$ cat config.mk
export PLATFORM = sky130hd
export DESIGN_NAME = ipv4_stat_regs
export DESIGN_NICKNAME = d
export VERILOG_FILES = /design/src/common/ipv4_hdr_pkg.sv /design/src/source/ipv4_stat_regs.sv
export VERILOG_INCLUDE_DIRS = /design/src /design/src/common
export SDC_FILE = /design/constraint.sdc
export NUM_CORES = 1
export LEC_CHECK = 0
export ABC_CLOCK_PERIOD_IN_PS = 3200
export BUFFER_PORTS_ARGS = -buffer_cell sky130_fd_sc_hd__buf_2
export CAP_MARGIN = 10
export CORE_MARGIN = 3
export CORE_UTILIZATION = 35
export DETAILED_ROUTE_END_ITERATION = 10
export GPL_ROUTABILITY_DRIVEN = 0
export MAX_ROUTING_LAYER = met4
export PLACE_DENSITY = 0.5
export SLEW_MARGIN = 10
export SYNTH_ARGS = -nofsm -noshare
export SYNTH_HDL_FRONTEND = slang
export SYNTH_SLANG_ARGS = --single-unit
$ cat constraint.sdc
create_clock -name clk -period 3.2 [get_ports clk]
set_input_delay 0.48 -clock clk [delete_from_list [all_inputs] [get_ports clk]]
set_output_delay 0.48 -clock clk [all_outputs]
set_load 0.01 [all_outputs]
$ cat src/common/ipv4_hdr_defs.svh
// Constants shared by the IPv4 header checker RTL and its testbench
// Include wherever field positions, latencies or register offsets are needed
`ifndef IPV4_HDR_DEFS_SVH
`define IPV4_HDR_DEFS_SVH

// Header geometry, first transmitted byte in the top bits
`define IPV4_HDR_BITS        160
`define IPV4_HDR_WORDS       10
`define IPV4_VERSION         4'd4
`define IPV4_IHL             4'd5
`define IPV4_VER_MSB         159
`define IPV4_IHL_MSB         155
`define IPV4_TTL_MSB         95

// Common protocol field values
`define IPV4_PROTO_ICMP      8'd1
`define IPV4_PROTO_TCP       8'd6
`define IPV4_PROTO_UDP       8'd17

// Pipeline latencies in clock cycles
`define CSUM_LATENCY         3
`define VERDICT_LATENCY      4

// APB register byte offsets
`define REG_CTRL             8'h00
`define REG_RX_COUNT         8'h04
`define REG_PASS_COUNT       8'h08
`define REG_CSUM_ERR_COUNT   8'h0C
`define REG_FIELD_ERR_COUNT  8'h10

`endif

$ cat src/common/ipv4_hdr_pkg.sv
// Vector types shared across the IPv4 header checker
// Compile before any module that names these types
`default_nettype none

`include "ipv4_hdr_defs.svh"

package ipv4_hdr_pkg;

    ////////////////////
    // Header path

    // Whole 20-byte header, version nibble in the top bits
    typedef logic [`IPV4_HDR_BITS-1:0] ipv4_hdr_t;

    // One 16-bit header word or checksum
    typedef logic [15:0] csum_t;

    ////////////////////
    // Register path

    // APB byte address
    typedef logic [7:0] apb_addr_t;

    // APB data word
    typedef logic [31:0] apb_data_t;

    // Statistics counter, wraps on overflow
    typedef logic [31:0] stat_count_t;

endpackage

`default_nettype wire

$ cat src/source/ipv4_stat_regs.sv
// APB slave with the checker control register and four statistics counters
// No wait states, unmapped offsets answer with pslverr
`default_nettype none

`include "ipv4_hdr_defs.svh"

module ipv4_stat_regs (
    input  wire logic                    clk,
    input  wire logic                    rst_n,
    input  wire logic                    psel,
    input  wire logic                    penable,
    input  wire logic                    pwrite,
    input  wire ipv4_hdr_pkg::apb_addr_t paddr,
    input  wire ipv4_hdr_pkg::apb_data_t pwdata,
    output ipv4_hdr_pkg::apb_data_t      prdata,
    output logic                         pready,
    output logic                         pslverr,
    input  wire logic                    verdict_valid,
    input  wire logic                    verdict_pass,
    input  wire logic                    verdict_csum_err,
    input  wire logic                    verdict_field_err,
    output logic                         ttl_check_en
);

    import ipv4_hdr_pkg::*;

    localparam int NUM_CNT       = 4;
    localparam int CNT_RX        = 0;
    localparam int CNT_PASS      = 1;
    localparam int CNT_CSUM_ERR  = 2;
    localparam int CNT_FIELD_ERR = 3;

    stat_count_t        count [NUM_CNT];
    logic [NUM_CNT-1:0] count_inc;
    logic               clear_pend;
    logic               access;
    logic               wr_ctrl;
    logic               addr_hit;
    apb_data_t          rd_word;

    ////////////////////
    // APB decode

    assign pready  = 1'b1;
    assign access  = psel && penable;
    assign wr_ctrl = access && pwrite && (paddr == `REG_CTRL);

    always_comb begin
        addr_hit = 1'b1;
        rd_word  = '0;
        case (paddr)
            // Clear bit reads back as 0
            `REG_CTRL:            rd_word = {31'd0, ttl_check_en};
            `REG_RX_COUNT:        rd_word = count[CNT_RX];
            `REG_PASS_COUNT:      rd_word = count[CNT_PASS];
            `REG_CSUM_ERR_COUNT:  rd_word = count[CNT_CSUM_ERR];
            `REG_FIELD_ERR_COUNT: rd_word = count[CNT_FIELD_ERR];
            default:              addr_hit = 1'b0;
        endcase
    end

    assign prdata = (access && !pwrite) ? rd_word : '0;

    ////////////////////
    // Control

    // pslverr set up during the setup phase so it shows in the access phase
    always_ff @(posedge clk) begin
        if (!rst_n) begin
            ttl_check_en <= 1'b0;
            clear_pend   <= 1'b0;
            pslverr      <= 1'b0;
        end else begin
            pslverr    <= psel && !penable && !addr_hit;
            clear_pend <= wr_ctrl && pwdata[1];
            if (wr_ctrl) begin
                ttl_check_en <= pwdata[0];
            end
        end
    end

    ////////////////////
    // Statistics

    assign count_inc[CNT_RX]        = verdict_valid;
    assign count_inc[CNT_PASS]      = verdict_valid && verdict_pass;
    assign count_inc[CNT_CSUM_ERR]  = verdict_valid && verdict_csum_err;
    assign count_inc[CNT_FIELD_ERR] = verdict_valid && verdict_field_err;

    // Clear takes priority over a verdict in the same cycle
    always_ff @(posedge clk) begin
        if (!rst_n) begin
            for (int i = 0; i < NUM_CNT; i++) begin
                count[i] <= '0;
            end
        end else if (clear_pend) begin
            for (int i = 0; i < NUM_CNT; i++) begin
                count[i] <= '0;
            end
        end else begin
            for (int i = 0; i < NUM_CNT; i++) begin
                if (count_inc[i]) begin
                    count[i] <= count[i] + 1'b1;
                end
            end
        end
    end

endmodule

`default_nettype wire

==> impl_summary.txt, run 1 <==
----------------------------------------------------
[Clock network]
  Number of gates resized after cts ... 0
  Number of buffers created by CTS ... 17
  Total number of clock tree sinks ... roughly 130
  Clock tree from TritonCTS ... built
  Root buf cell ... sky130_fd_sc_hd__clkbuf_16
  Setup bufs post-CTS ... 0
  CTS clk-pin slew, worst paths ... 0.06 ns
  Hold-fix buffer count after cts ... 0
  Number of buffers between clock root and the deepest sink ... 2
  Clock latency at the later pin of the worst-skew pair ... 0.43 ns
  Depth of the CTS H-tree ... 4

[Floorplan]
  Die Area ... 0.0259 mm^2
  Die H ... approximately 160 um
  Floorplan Core Area ... between 0.02 and 0.025 mm^2
  Number of placed I/O pins ... 84
  Floorplan row count ... 56
  Starting utilization of the core area ... 0.357
  Die span in x ... 161 um

[Drt]
  Antenna violation net count after detailed routing ... 0
  Routed Wire Length ... 24500 um
  First-pass iteration count of the detailed router ... 5
  Via count ... 7324
  Drt initial violations ... roughly 640
  Post-DR wirelength/cell ... just under 20 um
  Avg Vias per Cell ... 5.75
  DRC violations left ... 0

[Setup path]
  Highest fanout seen on the critical path ... 12
  Cell with the biggest individual delay on the critical path ... sky130_fd_sc_hd__nor3_2
  CP max stage delay ... 0.53 ns
  Series of cell instances along the critical path ... buf_2 > nor3_1 > nand3_1 > nor3_2 > buf_4 > and2_1 > buf_2
  Start-to-end type of the worst setup path ... in -> out
  Most Frequent Cell on Critical Path ... sky130_fd_sc_hd__buf_2
  Type of element launching the critical path ... input pin
  Critical path endpoint category ... output pin
  Crit path DAT ... between 2 and 2.5 ns
  Endpoint required time on the critical path ... 2.72 ns

[Timing]
  Setup tns final ... 0 ns
  Final max-slew violation count ... 0
  Top achievable clock speed ... 360 MHz
  Worst-case setup margin in the final layout ... ~0.42 ns
  Clock period minus worst slack ... about 2.8 ns
  Share of the clock period used by the worst path after layout ... 0.868
  Unrepaired setup endpoints after global routing ... no
  Setup-failing EPs final ... 0
  Final number of hold-violating endpoints ... 0
  Slew at the pin closest to its max-slew limit ... slightly above 1 ns
  Max-slew headroom ... 0.309
  Post-route clock skew ... about 0.013 ns

[Yosys]
  Number of flops mapped to enable cells by yosys ... 96
  Syn Std Cell Area ... about 0.0084 mm^2
  Average cell area after synthesis ... roughly 9.3 um^2
  Cells taking the most area after synthesis ... sky130_fd_sc_hd__edfxtp_1 34%, sky130_fd_sc_hd__dfxtp_1 8.3%, sky130_fd_sc_hd__mux2i_1 5.5%
  Number of nets produced by synthesis ... 959
  Synthesized-area fraction occupied by xor and xnor cells ... 0.0375
  Proportion of register bits with asynchronous set or reset after synthesis ... 0
  Main combinational cell family by area after synthesis ... simple AND/OR/NAND/NOR gates
  Adder-cell share of the synthesized area ... 0.00595
  Library cell with the largest summed area after synthesis ... sky130_fd_sc_hd__edfxtp_1
  Mux cell area share after synthesis ... 0.0548
  Total number of yosys warnings ... 0
  Fraction of synthesized cell area taken by the top area cell type ... 0.343
  Number of distinct library cells after synthesis ... 55
  Synth Area in Compound Gates ... 0.169
  Primary flip-flop cell chosen by synthesis mapping ... sky130_fd_sc_hd__edfxtp_1
  Post-synthesis register bit count ... 131
  Number of instances in the synthesized netlist ... ~910
  Simple logic cell fraction of the synthesized area ... 0.271
  Sequential cell area fraction in the yosys report ... 0.426

[Place]
  Port Buffers ... 52
  HPWL after detailed placement ... roughly 18000 um
  Setup Slack @ Placement ... approximately 0.31 ns
  Placed cell count ... 1241

[Power and ir drop]
  Overall power after layout ... 4240 uW
  VDD IR max ... ~0.23 mV
  Leakage power summed over all cells ... 0.00326 uW
  Power per cell area ... roughly 440 mW/mm^2

[Final layout]
  Storage cell area ... between 0.003 and 0.004 mm^2
  Number of filler cells placed in the layout ... 2421
  Nets ... 994
  Count of placed standard cells in the final layout, fillers left out ... around 1300
  Area occupied by multi-input gates ... about 0.0045 mm^2
  Fraction of layout instances using a drive strength above 1 ... 0.130
  Area growth from synthesis to layout ... 14.3%
  Number of inserted diodes ... 0

[GRT]
  Overall track demand over capacity in global routing ... 0.196
  Sum of overflow across all layers after global routing ... 0
  Wire length of the first global-routing pass ... 38900 um
  Initial antenna violation count ... 0
  Vias in the first global route ... a little under 7000
  Largest net degree at the start of global routing ... 33

[Min path]
  Hold crit path type ... in -> reg

[Run]
  Max-Cap Viols ... 0

[Run status]
  Result of the run ... complete, no violations

----------------------------------------------------
## where the power goes
part | internal, uW | switching [uW] | total [uW]
registers | 1910 | 105 | 2010
logic | 100 | 177 | 277
clock network | 1160 | 793 | 1950
total | 3160 | 1070 | 4240
## critical path, delay by kind of cell
| family | cells | cell delay, ns |
|---|---|---|
| AND/OR/NAND/NOR | 4 | 1.32 |
| buffers and inverters | 3 | 0.48 |
## cell families after synthesis
logic type,after synthesis
simple gates,394
compound gates,219
xor+xnor,36
flops,131
mux,46
other cells,1
buf+inv,75
fa+ha+maj,4
## worst paths after layout
kind | to | cells after the start | startpoint | slack [ns]
setup / recovery | prdata[11] | 7 | paddr[1] | 0.42
hold / removal | clear_pend | 3 | pwdata[1] | 0.36
setup reg to reg | count[0][26] | 5 | count[0][0] | 0.71
hold reg to reg | count[2][17] | 2 | count[2][17] | 0.52
## stage by stage
step,instance area [um^2],hold slack [ns],utilization
floorplan,8410,0.456,-
global placement,9030,0.498,0.384
detailed placement,9030,0.508,0.384
CTS,9610,0.332,0.408
global route,9610,0.347,0.408
finish,9610,0.365,0.408
## routing by layer
metal	up-vias	global-route usage	wire (um)
met1	3575	0.275	12000
li1	3608	-	-
met3	20	0.0313	694
met5	-	-	0
met4	0	0.0504	364
met2	121	0.298	11500
## cell type report
class	instances	area share
repair buffers	78	0.0474
clock inverters	9	0.00651
well taps	319	0.0415
clock buffers	23	0.0543
inverters	13	0.00508
flip-flops and latches	131	0.373
multi-input cells	700	0.472
## registers in the layout, summed over array words and instances, names as in the netlist
signal and count:
count 128, clear_pend 1, ttl_check_en 1, pslverr 1
## placed cells by master, fill, tap and decap left out, types with 4 or more instances in the layout
cell	count
sky130_fd_sc_hd__inv_1	13
sky130_fd_sc_hd__or3_1	21
sky130_fd_sc_hd__and3_1	11
sky130_fd_sc_hd__nor4_1	8
sky130_fd_sc_hd__and2_1	45
sky130_fd_sc_hd__dfxtp_1	35
sky130_fd_sc_hd__nor2_1	48
sky130_fd_sc_hd__nand4_1	39
sky130_fd_sc_hd__xor2_1	20
sky130_fd_sc_hd__buf_4	26
sky130_fd_sc_hd__mux2i_1	46
sky130_fd_sc_hd__and4_1	21
sky130_fd_sc_hd__a22oi_1	31
sky130_fd_sc_hd__o22ai_1	32
sky130_fd_sc_hd__edfxtp_1	96
sky130_fd_sc_hd__or4_1	40
sky130_fd_sc_hd__o21ai_0	23
sky130_fd_sc_hd__xnor2_1	16
sky130_fd_sc_hd__nand2b_1	16
sky130_fd_sc_hd__nor3_1	6
sky130_fd_sc_hd__a21oi_1	63
sky130_fd_sc_hd__a31oi_1	6
sky130_fd_sc_hd__clkbuf_16	20
sky130_fd_sc_hd__a41o_1	6
sky130_fd_sc_hd__a211oi_1	5
sky130_fd_sc_hd__o311ai_0	4
sky130_fd_sc_hd__o31ai_1	37
sky130_fd_sc_hd__nand3b_1	4
sky130_fd_sc_hd__buf_2	52
sky130_fd_sc_hd__nand2_1	66
sky130_fd_sc_hd__ha_1	4
sky130_fd_sc_hd__nand3_1	47
## synthesized netlist by cell type (all sizes together) (31+ instances only)
| cell type | number |
|---|---|
| nand2 | 66 |
| o31ai | 37 |
| nor2 | 48 |
| edfxtp | 96 |
| or4 | 41 |
| o22ai | 32 |
| mux2i | 46 |
| a22oi | 31 |
| nand4 | 41 |
| dfxtp | 35 |
| and2 | 45 |
| clkbuf | 54 |
| nand3 | 48 |
| a21oi | 63 |
No activity file was read; power rests on OpenSTA's default activity.
==> inputs of run 2 (changes only) <==
--- a/config.mk
+++ b/config.mk
@@ -9,12 +9,14 @@
 export ABC_CLOCK_PERIOD_IN_PS = 3200
 export BUFFER_PORTS_ARGS = -buffer_cell sky130_fd_sc_hd__buf_2
 export CAP_MARGIN = 10
+export CELL_PAD_IN_SITES_DETAIL_PLACEMENT = 0
+export CELL_PAD_IN_SITES_GLOBAL_PLACEMENT = 2
 export CORE_MARGIN = 3
 export CORE_UTILIZATION = 35
 export DETAILED_ROUTE_END_ITERATION = 10
 export GPL_ROUTABILITY_DRIVEN = 0
 export MAX_ROUTING_LAYER = met4
-export PLACE_DENSITY = 0.5
+export PLACE_DENSITY = 0.74
 export SLEW_MARGIN = 10
 export SYNTH_ARGS = -nofsm -noshare
 export SYNTH_HDL_FRONTEND = slang
==> run 2 against run 1 <==
Net effect:
- critical endpoint is now count[0][16]
- wire length increased by 0.83%
- total power decreased by 2.3%
- critical path depth decreased by 1
- clock power decreased by 5%
- cell count about the same
- clock skew decreased by 0.0043 ns
- count of clock-buffer cells in the layout decreased by 5
- combinational power about the same
- register-to-register slack got worse by 0.04 ns
- maximum frequency increased by 9.7%
==> impl_summary.txt, run 2 (synthesized netlist as in run 1, its figures left out) <==
----------------------------------------------------
[Timing]
  Setup tns final ... 0 ns
  Setup-failing EPs final ... 0
  Share of the clock period used by the worst path after layout ... 0.792
  Final max-slew violation count ... 0
  Post-route clock skew ... roughly 0.009 ns
  Max-slew headroom ... 0.318
  Top achievable clock speed ... 395 MHz
  Slew at the pin closest to its max-slew limit ... around 1.0 ns
  Unrepaired setup endpoints after global routing ... no
  Clock period minus worst slack ... 2.53 ns
  Final number of hold-violating endpoints ... 0

[Final layout]
  Number of inserted diodes ... 0
  Fraction of layout instances using a drive strength above 1 ... 0.129
  Storage cell area ... between 0.003 and 0.004 mm^2
  Area growth from synthesis to layout ... 13.8%
  Leading cell type in the layout, fill and taps excluded ... sky130_fd_sc_hd__edfxtp_1
  Number of filler cells placed in the layout ... around 2400
  Number of flip-flops under the largest register name ... about 130
  Register bank with the most flops ... count
  Share of the core filled with cells ... 0.407
  Nets ... about 1000
  Most frequent cells in the layout ... 96 x sky130_fd_sc_hd__edfxtp_1, 66 x sky130_fd_sc_hd__nand2_1, 63 x sky130_fd_sc_hd__a21oi_1
  Area occupied by multi-input gates ... approximately 0.0045 mm^2

[Clock network]
  Clock tree from TritonCTS ... built
  Number of buffers created by CTS ... 17
  Clock latency at the later pin of the worst-skew pair ... between 0.4 and 0.5 ns
  Number of gates resized after cts ... 0
  Total number of clock tree sinks ... 131
  Hold-fix buffer count after cts ... 0
  Depth of the CTS H-tree ... 4
  Setup bufs post-CTS ... 0
  CTS clk-pin slew, worst paths ... around 0.060 ns
  Number of buffers between clock root and the deepest sink ... 2
  Root buf cell ... sky130_fd_sc_hd__clkbuf_16

[Setup path]
  Crit path DAT ... 2.79 ns
  Critical path endpoint category ... register
  Crit path buf inv count ... 1
  Series of cell instances along the critical path ... ha_1 > and2_1 > nand4_1 > buf_4 > or3_1 > a21oi_1
  Internal reg-to-reg setup slack ... ~0.67 ns
  Worst R2R End ... count[0][16]
  Endpoint required time on the critical path ... roughly 3.5 ns
  Start-to-end type of the worst setup path ... reg -> reg
  Cell type group with the largest total delay on the critical path ... simple AND/OR/NAND/NOR gates
  Cell with the biggest individual delay on the critical path ... sky130_fd_sc_hd__nand4_1
  R2r worst-path depth ... 6
  CP max stage delay ... 0.59 ns
  Type of element launching the critical path ... register
  Highest fanout seen on the critical path ... 15
  Startpoint of the most critical register-to-register path ... count[0][0]

[Floorplan]
  Floorplan Core Area ... approximately 0.024 mm^2
  Floorplan row count ... between 50 and 60
  Starting utilization of the core area ... 0.357
  Number of placed I/O pins ... 84
  Die H ... between 150 and 200 um
  Die span in x ... roughly 160 um
  Die Area ... approximately 0.026 mm^2

[Power and ir drop]
  Power per cell area ... between 400 and 500 mW/mm^2
  Logic gate share of total power ... 0.068
  Psw ... around 1100 uW
  Sequential cell fraction of total power ... 0.486
  Sw Ratio ... 0.258
  Proportion of power drawn by the clock network ... 0.447
  Internal power consumption ... about 3000 uW
  VDD IR max ... ~0.35 mV
  Leakage power summed over all cells ... 0.00324 uW

[Run]
  Max-Cap Viols ... 0

[Drt]
  Routed Wire Length ... 24700 um
  Drt initial violations ... just over 600
  First-pass iteration count of the detailed router ... 5
  Post-DR wirelength/cell ... 19.4 um
  Via count ... approximately 7300
  Antenna violation net count after detailed routing ... 0
  DRC violations left ... 0
  Avg Vias per Cell ... about 5.7

[GRT]
  Overall track demand over capacity in global routing ... 0.197
  Largest net degree at the start of global routing ... 34
  Sum of overflow across all layers after global routing ... 0
  Initial antenna violation count ... 0
  Wire length of the first global-routing pass ... 39200 um
  Vias in the first global route ... 6786

[Min path]
  Launch instance of the worst min-delay path ... pwdata[1]
  Number of stages on the worst hold path ... 3
  Hold path endpoint ... clear_pend
  Hold crit path type ... in -> reg

[Place]
  Port Buffers ... 52
  HPWL after detailed placement ... roughly 18000 um

[Run status]
  Result of the run ... complete, no violations

----------------------------------------------------
-- run 2: layout make-up --
class,count,share of cell area
Inverter,13,0.00510
Sequential cell,131,0.374
Timing Repair Buffer,77,0.0481
Multi-Input combinational cell,700,0.475
Tap cell,319,0.0417
Clock inverter,14,0.0112
Clock buffer,18,0.0448
-- run 2: worst reg2reg max path, stage by stage, from the launching register on --
cell	delay, ns
sky130_fd_sc_hd__edfxtp_1	0.43
sky130_fd_sc_hd__ha_1	0.23
sky130_fd_sc_hd__and2_1	0.23
sky130_fd_sc_hd__nand4_1	0.59
sky130_fd_sc_hd__buf_4	0.40
sky130_fd_sc_hd__or3_1	0.31
sky130_fd_sc_hd__a21oi_1	0.18
-- run 2: how the worst max path moves through the flow --
| stage | slack, ns | startpoint | endpoint | cells past startpoint |
|---|---|---|---|---|
| after floorplan | 0.74 | rst_n | count[3][0] | 4 |
| after CTS | 0.67 | paddr[1] | prdata[0] | 8 |
| after detailed placement | 0.68 | paddr[1] | prdata[0] | 8 |
| final | 0.67 | count[0][0] | count[0][16] | 6 |
| after global routing | 0.49 | count[0][0] | count[0][14] | 6 |
| after global placement | 0.67 | paddr[1] | prdata[0] | 8 |
-- run 2: power by group through the flow --
| stage | combinational [uW] | sequential [uW] | clock (uW) |
|---|---|---|---|
| global route | 312 | 2020 | 1960 |
| floorplan | 194 | 2010 | 0 |
| global placement | 280 | 2040 | 0 |
| detailed placement | 282 | 2040 | 0 |
| CTS | 283 | 2010 | 1890 |
| finish | 280 | 2010 | 1850 |
-- run 2: metrics by stage --
step | setup slack, ns | total power, uW | hold slack, ns | area [um^2] | std cells
floorplan | 0.737 | 2200 | 0.456 | 8410 | 906
global placement | 0.673 | 2320 | 0.503 | 9030 | 1240
detailed placement | 0.676 | 2330 | 0.511 | 9030 | 1240
CTS | 0.669 | 4180 | 0.307 | 9570 | 1272
global route | 0.491 | 4300 | 0.327 | 9570 | 1272
finish | 0.667 | 4140 | 0.321 | 9570 | 1272
-- run 2: layer usage --
metal	vias up	track usage	share of wire
met5	-	-	0
met4	0	0.0364	0.0060
met3	12	0.0287	0.039
met2	154	0.309	0.48
met1	3533	0.275	0.48
li1	3611	-	-
==> inputs of run 3 (changes only) <==
--- a/config.mk
+++ b/config.mk
@@ -6,17 +6,18 @@
 export SDC_FILE = /design/constraint.sdc
 export NUM_CORES = 1
 export LEC_CHECK = 0
-export ABC_CLOCK_PERIOD_IN_PS = 3200
+export ABC_AREA = 1
+export ABC_CLOCK_PERIOD_IN_PS = 2400
 export BUFFER_PORTS_ARGS = -buffer_cell sky130_fd_sc_hd__buf_2
 export CAP_MARGIN = 10
 export CELL_PAD_IN_SITES_DETAIL_PLACEMENT = 0
 export CELL_PAD_IN_SITES_GLOBAL_PLACEMENT = 2
 export CORE_MARGIN = 3
-export CORE_UTILIZATION = 35
+export CORE_UTILIZATION = 33
 export DETAILED_ROUTE_END_ITERATION = 10
 export GPL_ROUTABILITY_DRIVEN = 0
 export MAX_ROUTING_LAYER = met4
-export PLACE_DENSITY = 0.74
+export PLACE_DENSITY = 0.78
 export SLEW_MARGIN = 10
 export SYNTH_ARGS = -nofsm -noshare
 export SYNTH_HDL_FRONTEND = slang
==> constraint.sdc (replaced) <==
create_clock -name clk -period 2.4 [get_ports clk]
set_input_delay 0.36 -clock clk [delete_from_list [all_inputs] [get_ports clk]]
set_output_delay 0.36 -clock clk [all_outputs]
set_load 0.01 [all_outputs]
==> run 3 against run 2 <==
Net effect:
- clock power up 57%
- highest routed layer unchanged
- largest power group is now the clock network
- flip-flop and latch count is the same
- sequential share of layout area decreased by 3.4 points
==> impl_summary.txt, run 3 <==
----------------------------------------------------
[Clock network]
  Total number of clock tree sinks ... 131
  Setup bufs post-CTS ... 0
  Number of buffers created by CTS ... 17
  Number of buffers between clock root and the deepest sink ... 2
  Root buf cell ... sky130_fd_sc_hd__clkbuf_16
  Depth of the CTS H-tree ... 4
  CTS clk-pin slew, worst paths ... roughly 0.060 ns
  Clock tree from TritonCTS ... built
  Clock latency at the later pin of the worst-skew pair ... around 0.45 ns

[Drt]
  Routed Wire Length ... about 32000 um
  DRC violations left ... 0
  Post-DR wirelength/cell ... approximately 18 um
  Avg Vias per Cell ... 4.95
  First-pass iteration count of the detailed router ... 5
  Antenna violation net count after detailed routing ... 0
  Drt initial violations ... 653
  Via count ... roughly 9000

[Floorplan]
  Die span in x ... 172 um
  Starting utilization of the core area ... 0.337
  Die H ... around 170 um
  Number of placed I/O pins ... between 80 and 90
  Floorplan Core Area ... around 0.027 mm^2
  Floorplan row count ... 60
  Die Area ... 0.0296 mm^2

[Power and ir drop]
  Internal power consumption ... around 4400 uW
  Logic gate share of total power ... 0.060
  Sequential cell fraction of total power ... 0.453
  Psw ... 1540 uW
  Proportion of power drawn by the clock network ... 0.487
  Power per cell area ... 565 mW/mm^2
  Leakage power summed over all cells ... about 0.004 uW
  Sw Ratio ... 0.258
  Overall power after layout ... around 6000 uW
  VDD IR max ... around 0.45 mV

[Setup path]
  Type of element launching the critical path ... input pin
  Internal reg-to-reg setup slack ... about 0.45 ns
  R2r worst-path depth ... 8
  Endpoint required time on the critical path ... ~2.0 ns
  Highest fanout seen on the critical path ... 23
  Critical path endpoint category ... output pin
  Worst R2R End ... count[1][18]
  Crit. Startpoint ... paddr[1]
  Crit path DAT ... 1.89 ns
  Startpoint of the most critical register-to-register path ... count[1][0]
  Start-to-end type of the worst setup path ... in -> out

[Run status]
  Result of the run ... complete, no violations

[Final layout]
  Area of all placed cells without fillers ... about 0.011 mm^2
  Register bank with the most flops ... count
  Share of the core filled with cells ... 0.389
  Number of filler cells placed in the layout ... 2995
  Most frequent cells in the layout ... 446 x sky130_fd_sc_hd__nand2_1, 316 x sky130_fd_sc_hd__nor2_1, 121 x sky130_fd_sc_hd__inv_1
  Number of flip-flops under the largest register name ... about 130
  Leading cell type in the layout, fill and taps excluded ... sky130_fd_sc_hd__nand2_1
  Count of placed standard cells in the final layout, fillers left out ... 1818
  Nets ... 1516
  Area growth from synthesis to layout ... 15.6%
  Fraction of layout instances using a drive strength above 1 ... 0.100

[GRT]
  Largest net degree at the start of global routing ... 34
  Wire length of the first global-routing pass ... about 49000 um
  Sum of overflow across all layers after global routing ... 0
  Vias in the first global route ... approximately 8600
  Overall track demand over capacity in global routing ... 0.227
  Initial antenna violation count ... 1

[Timing]
  Final number of hold-violating endpoints ... 0
  Final max-slew violation count ... 0
  Post-route clock skew ... ~0.014 ns
  Unrepaired setup endpoints after global routing ... no
  Setup tns final ... 0 ns
  Share of the clock period used by the worst path after layout ... 0.937
  Clock period minus worst slack ... approximately 2.2 ns
  Setup-failing EPs final ... 0
  Top achievable clock speed ... ~440 MHz

[Yosys]
  Fraction of synthesized cell area taken by the top area cell type ... 0.317
  Most frequent cells after synthesis ... 446 x sky130_fd_sc_hd__nand2_1, 316 x sky130_fd_sc_hd__nor2_1, 121 x sky130_fd_sc_hd__inv_1
  Library cell with the largest summed area after synthesis ... sky130_fd_sc_hd__edfxtp_1
  Sequential cell area fraction in the yosys report ... 0.393
  Average cell area after synthesis ... 6.54 um^2
  Post-synthesis register bit count ... ~130
  Number of instances in the synthesized netlist ... between 1000 and 1500
  Proportion of register bits with asynchronous set or reset after synthesis ... 0
  Number of flops mapped to enable cells by yosys ... 96
  Syn Std Cell Area ... 0.00911 mm^2
  Cells taking the most area after synthesis ... sky130_fd_sc_hd__edfxtp_1 32%, sky130_fd_sc_hd__nand2_1 18%, sky130_fd_sc_hd__nor2_1 13%
  Library cell with the highest instance count after synthesis ... sky130_fd_sc_hd__nand2_1
  Number of nets produced by synthesis ... around 1400
  Primary flip-flop cell chosen by synthesis mapping ... sky130_fd_sc_hd__edfxtp_1
  Number of distinct library cells after synthesis ... 37
  Total number of yosys warnings ... 0

[Min path]
  Launch instance of the worst min-delay path ... pwdata[0]
  Number of stages on the worst hold path ... 3
  Hold crit path type ... in -> reg
  Hold path endpoint ... ttl_check_en

[Place]
  Placed cell count ... roughly 1800
  Instance area at placement ... 0.00989 mm^2
  HPWL after detailed placement ... ~25000 um
  Port Buffers ... 52

[Run]
  Max-Cap Viols ... 0

----------------------------------------------------
==> run 3: cell families (layout without fill, tap and decap cells) <==
family | Yosys count | count (layout) | synth area share
AO/OA/AOI/OAI | 142 | 142 | 0.0795
XOR/XNOR | 16 | 16 | 0.0154
adder cells (fa/ha/maj) | 4 | 4 | 0.00550
buffers and inverters | 155 | 238 | 0.0723
flip-flops | 131 | 131 | 0.393
other | 1 | 2 | 0.000412
AND/OR/NAND/NOR | 944 | 944 | 0.433
==> run 3: power groups by stage <==
stage               Combinational (uW)  Sequential, uW  Clock [uW]
detailed placement                 357            2740           0
global route                       403            2710        3050
CTS                                358            2690        2950
floorplan                          239            2670           0
global placement                   354            2740           0
finish                             356            2690        2900
==> run 3: timing repair <==
action,CTS,global route
hold endpoints to repair,0,0
endpoints found under the setup margin,0,20
hold buffers,0,0
gates resized for setup,0,1
==> run 3: area by class of cell <==
cell class / instances / area [um^2] / area share
Antenna cell: 1 / 2.50 / 0.000238
Clock buffer: 18 / 429 / 0.0408
Clock inverter: 14 / 200 / 0.0190
Inverter: 127 / 477 / 0.0453
Multi-Input combinational cell: 1107 / 4870 / 0.462
Sequential cell: 131 / 3580 / 0.340
Tap cell: 341 / 427 / 0.0405
Timing Repair Buffer: 79 / 542 / 0.0515
==> run 3: worst max-delay path by stage <==
| stage | slack (ns) | endpoint |
|---|---|---|
| after floorplan | 0.05 | count[1][0] |
| after global placement | 0.17 | prdata[15] |
| after detailed placement | 0.13 | prdata[29] |
| after CTS | 0.13 | prdata[29] |
| after global routing | 0.004 | prdata[23] |
| final | 0.15 | prdata[13] |
==> run 3: critical path: stages <==
cell	delay, ns
sky130_fd_sc_hd__buf_2	0.11
sky130_fd_sc_hd__nor2_4	0.16
sky130_fd_sc_hd__nand2_2	0.09
sky130_fd_sc_hd__nor2_4	0.17
sky130_fd_sc_hd__nand2_2	0.09
sky130_fd_sc_hd__buf_12	0.16
sky130_fd_sc_hd__o21ai_1	0.37
sky130_fd_sc_hd__nor2_1	0.10
sky130_fd_sc_hd__nor2_1	0.12
sky130_fd_sc_hd__buf_2	0.14
==> run 3: per-stage QoR <==
stage	hold WS, ns	worst slack [ns]
2_1_floorplan	0.456	0.0472
3_3_place_gp	0.483	0.166
3_5_place_dp	0.481	0.130
4_1_cts	0.144	0.128
5_1_grt	0.172	0.00401
6_report	0.161	0.152
==> run 3: routing by layer <==
layer	vias up	share of wire	global-route usage
met1	4214	0.46	0.288
met2	149	0.48	0.374
li1	4620	-	-
met5	-	0	-
met4	0	0.017	0.0594
met3	24	0.045	0.0416
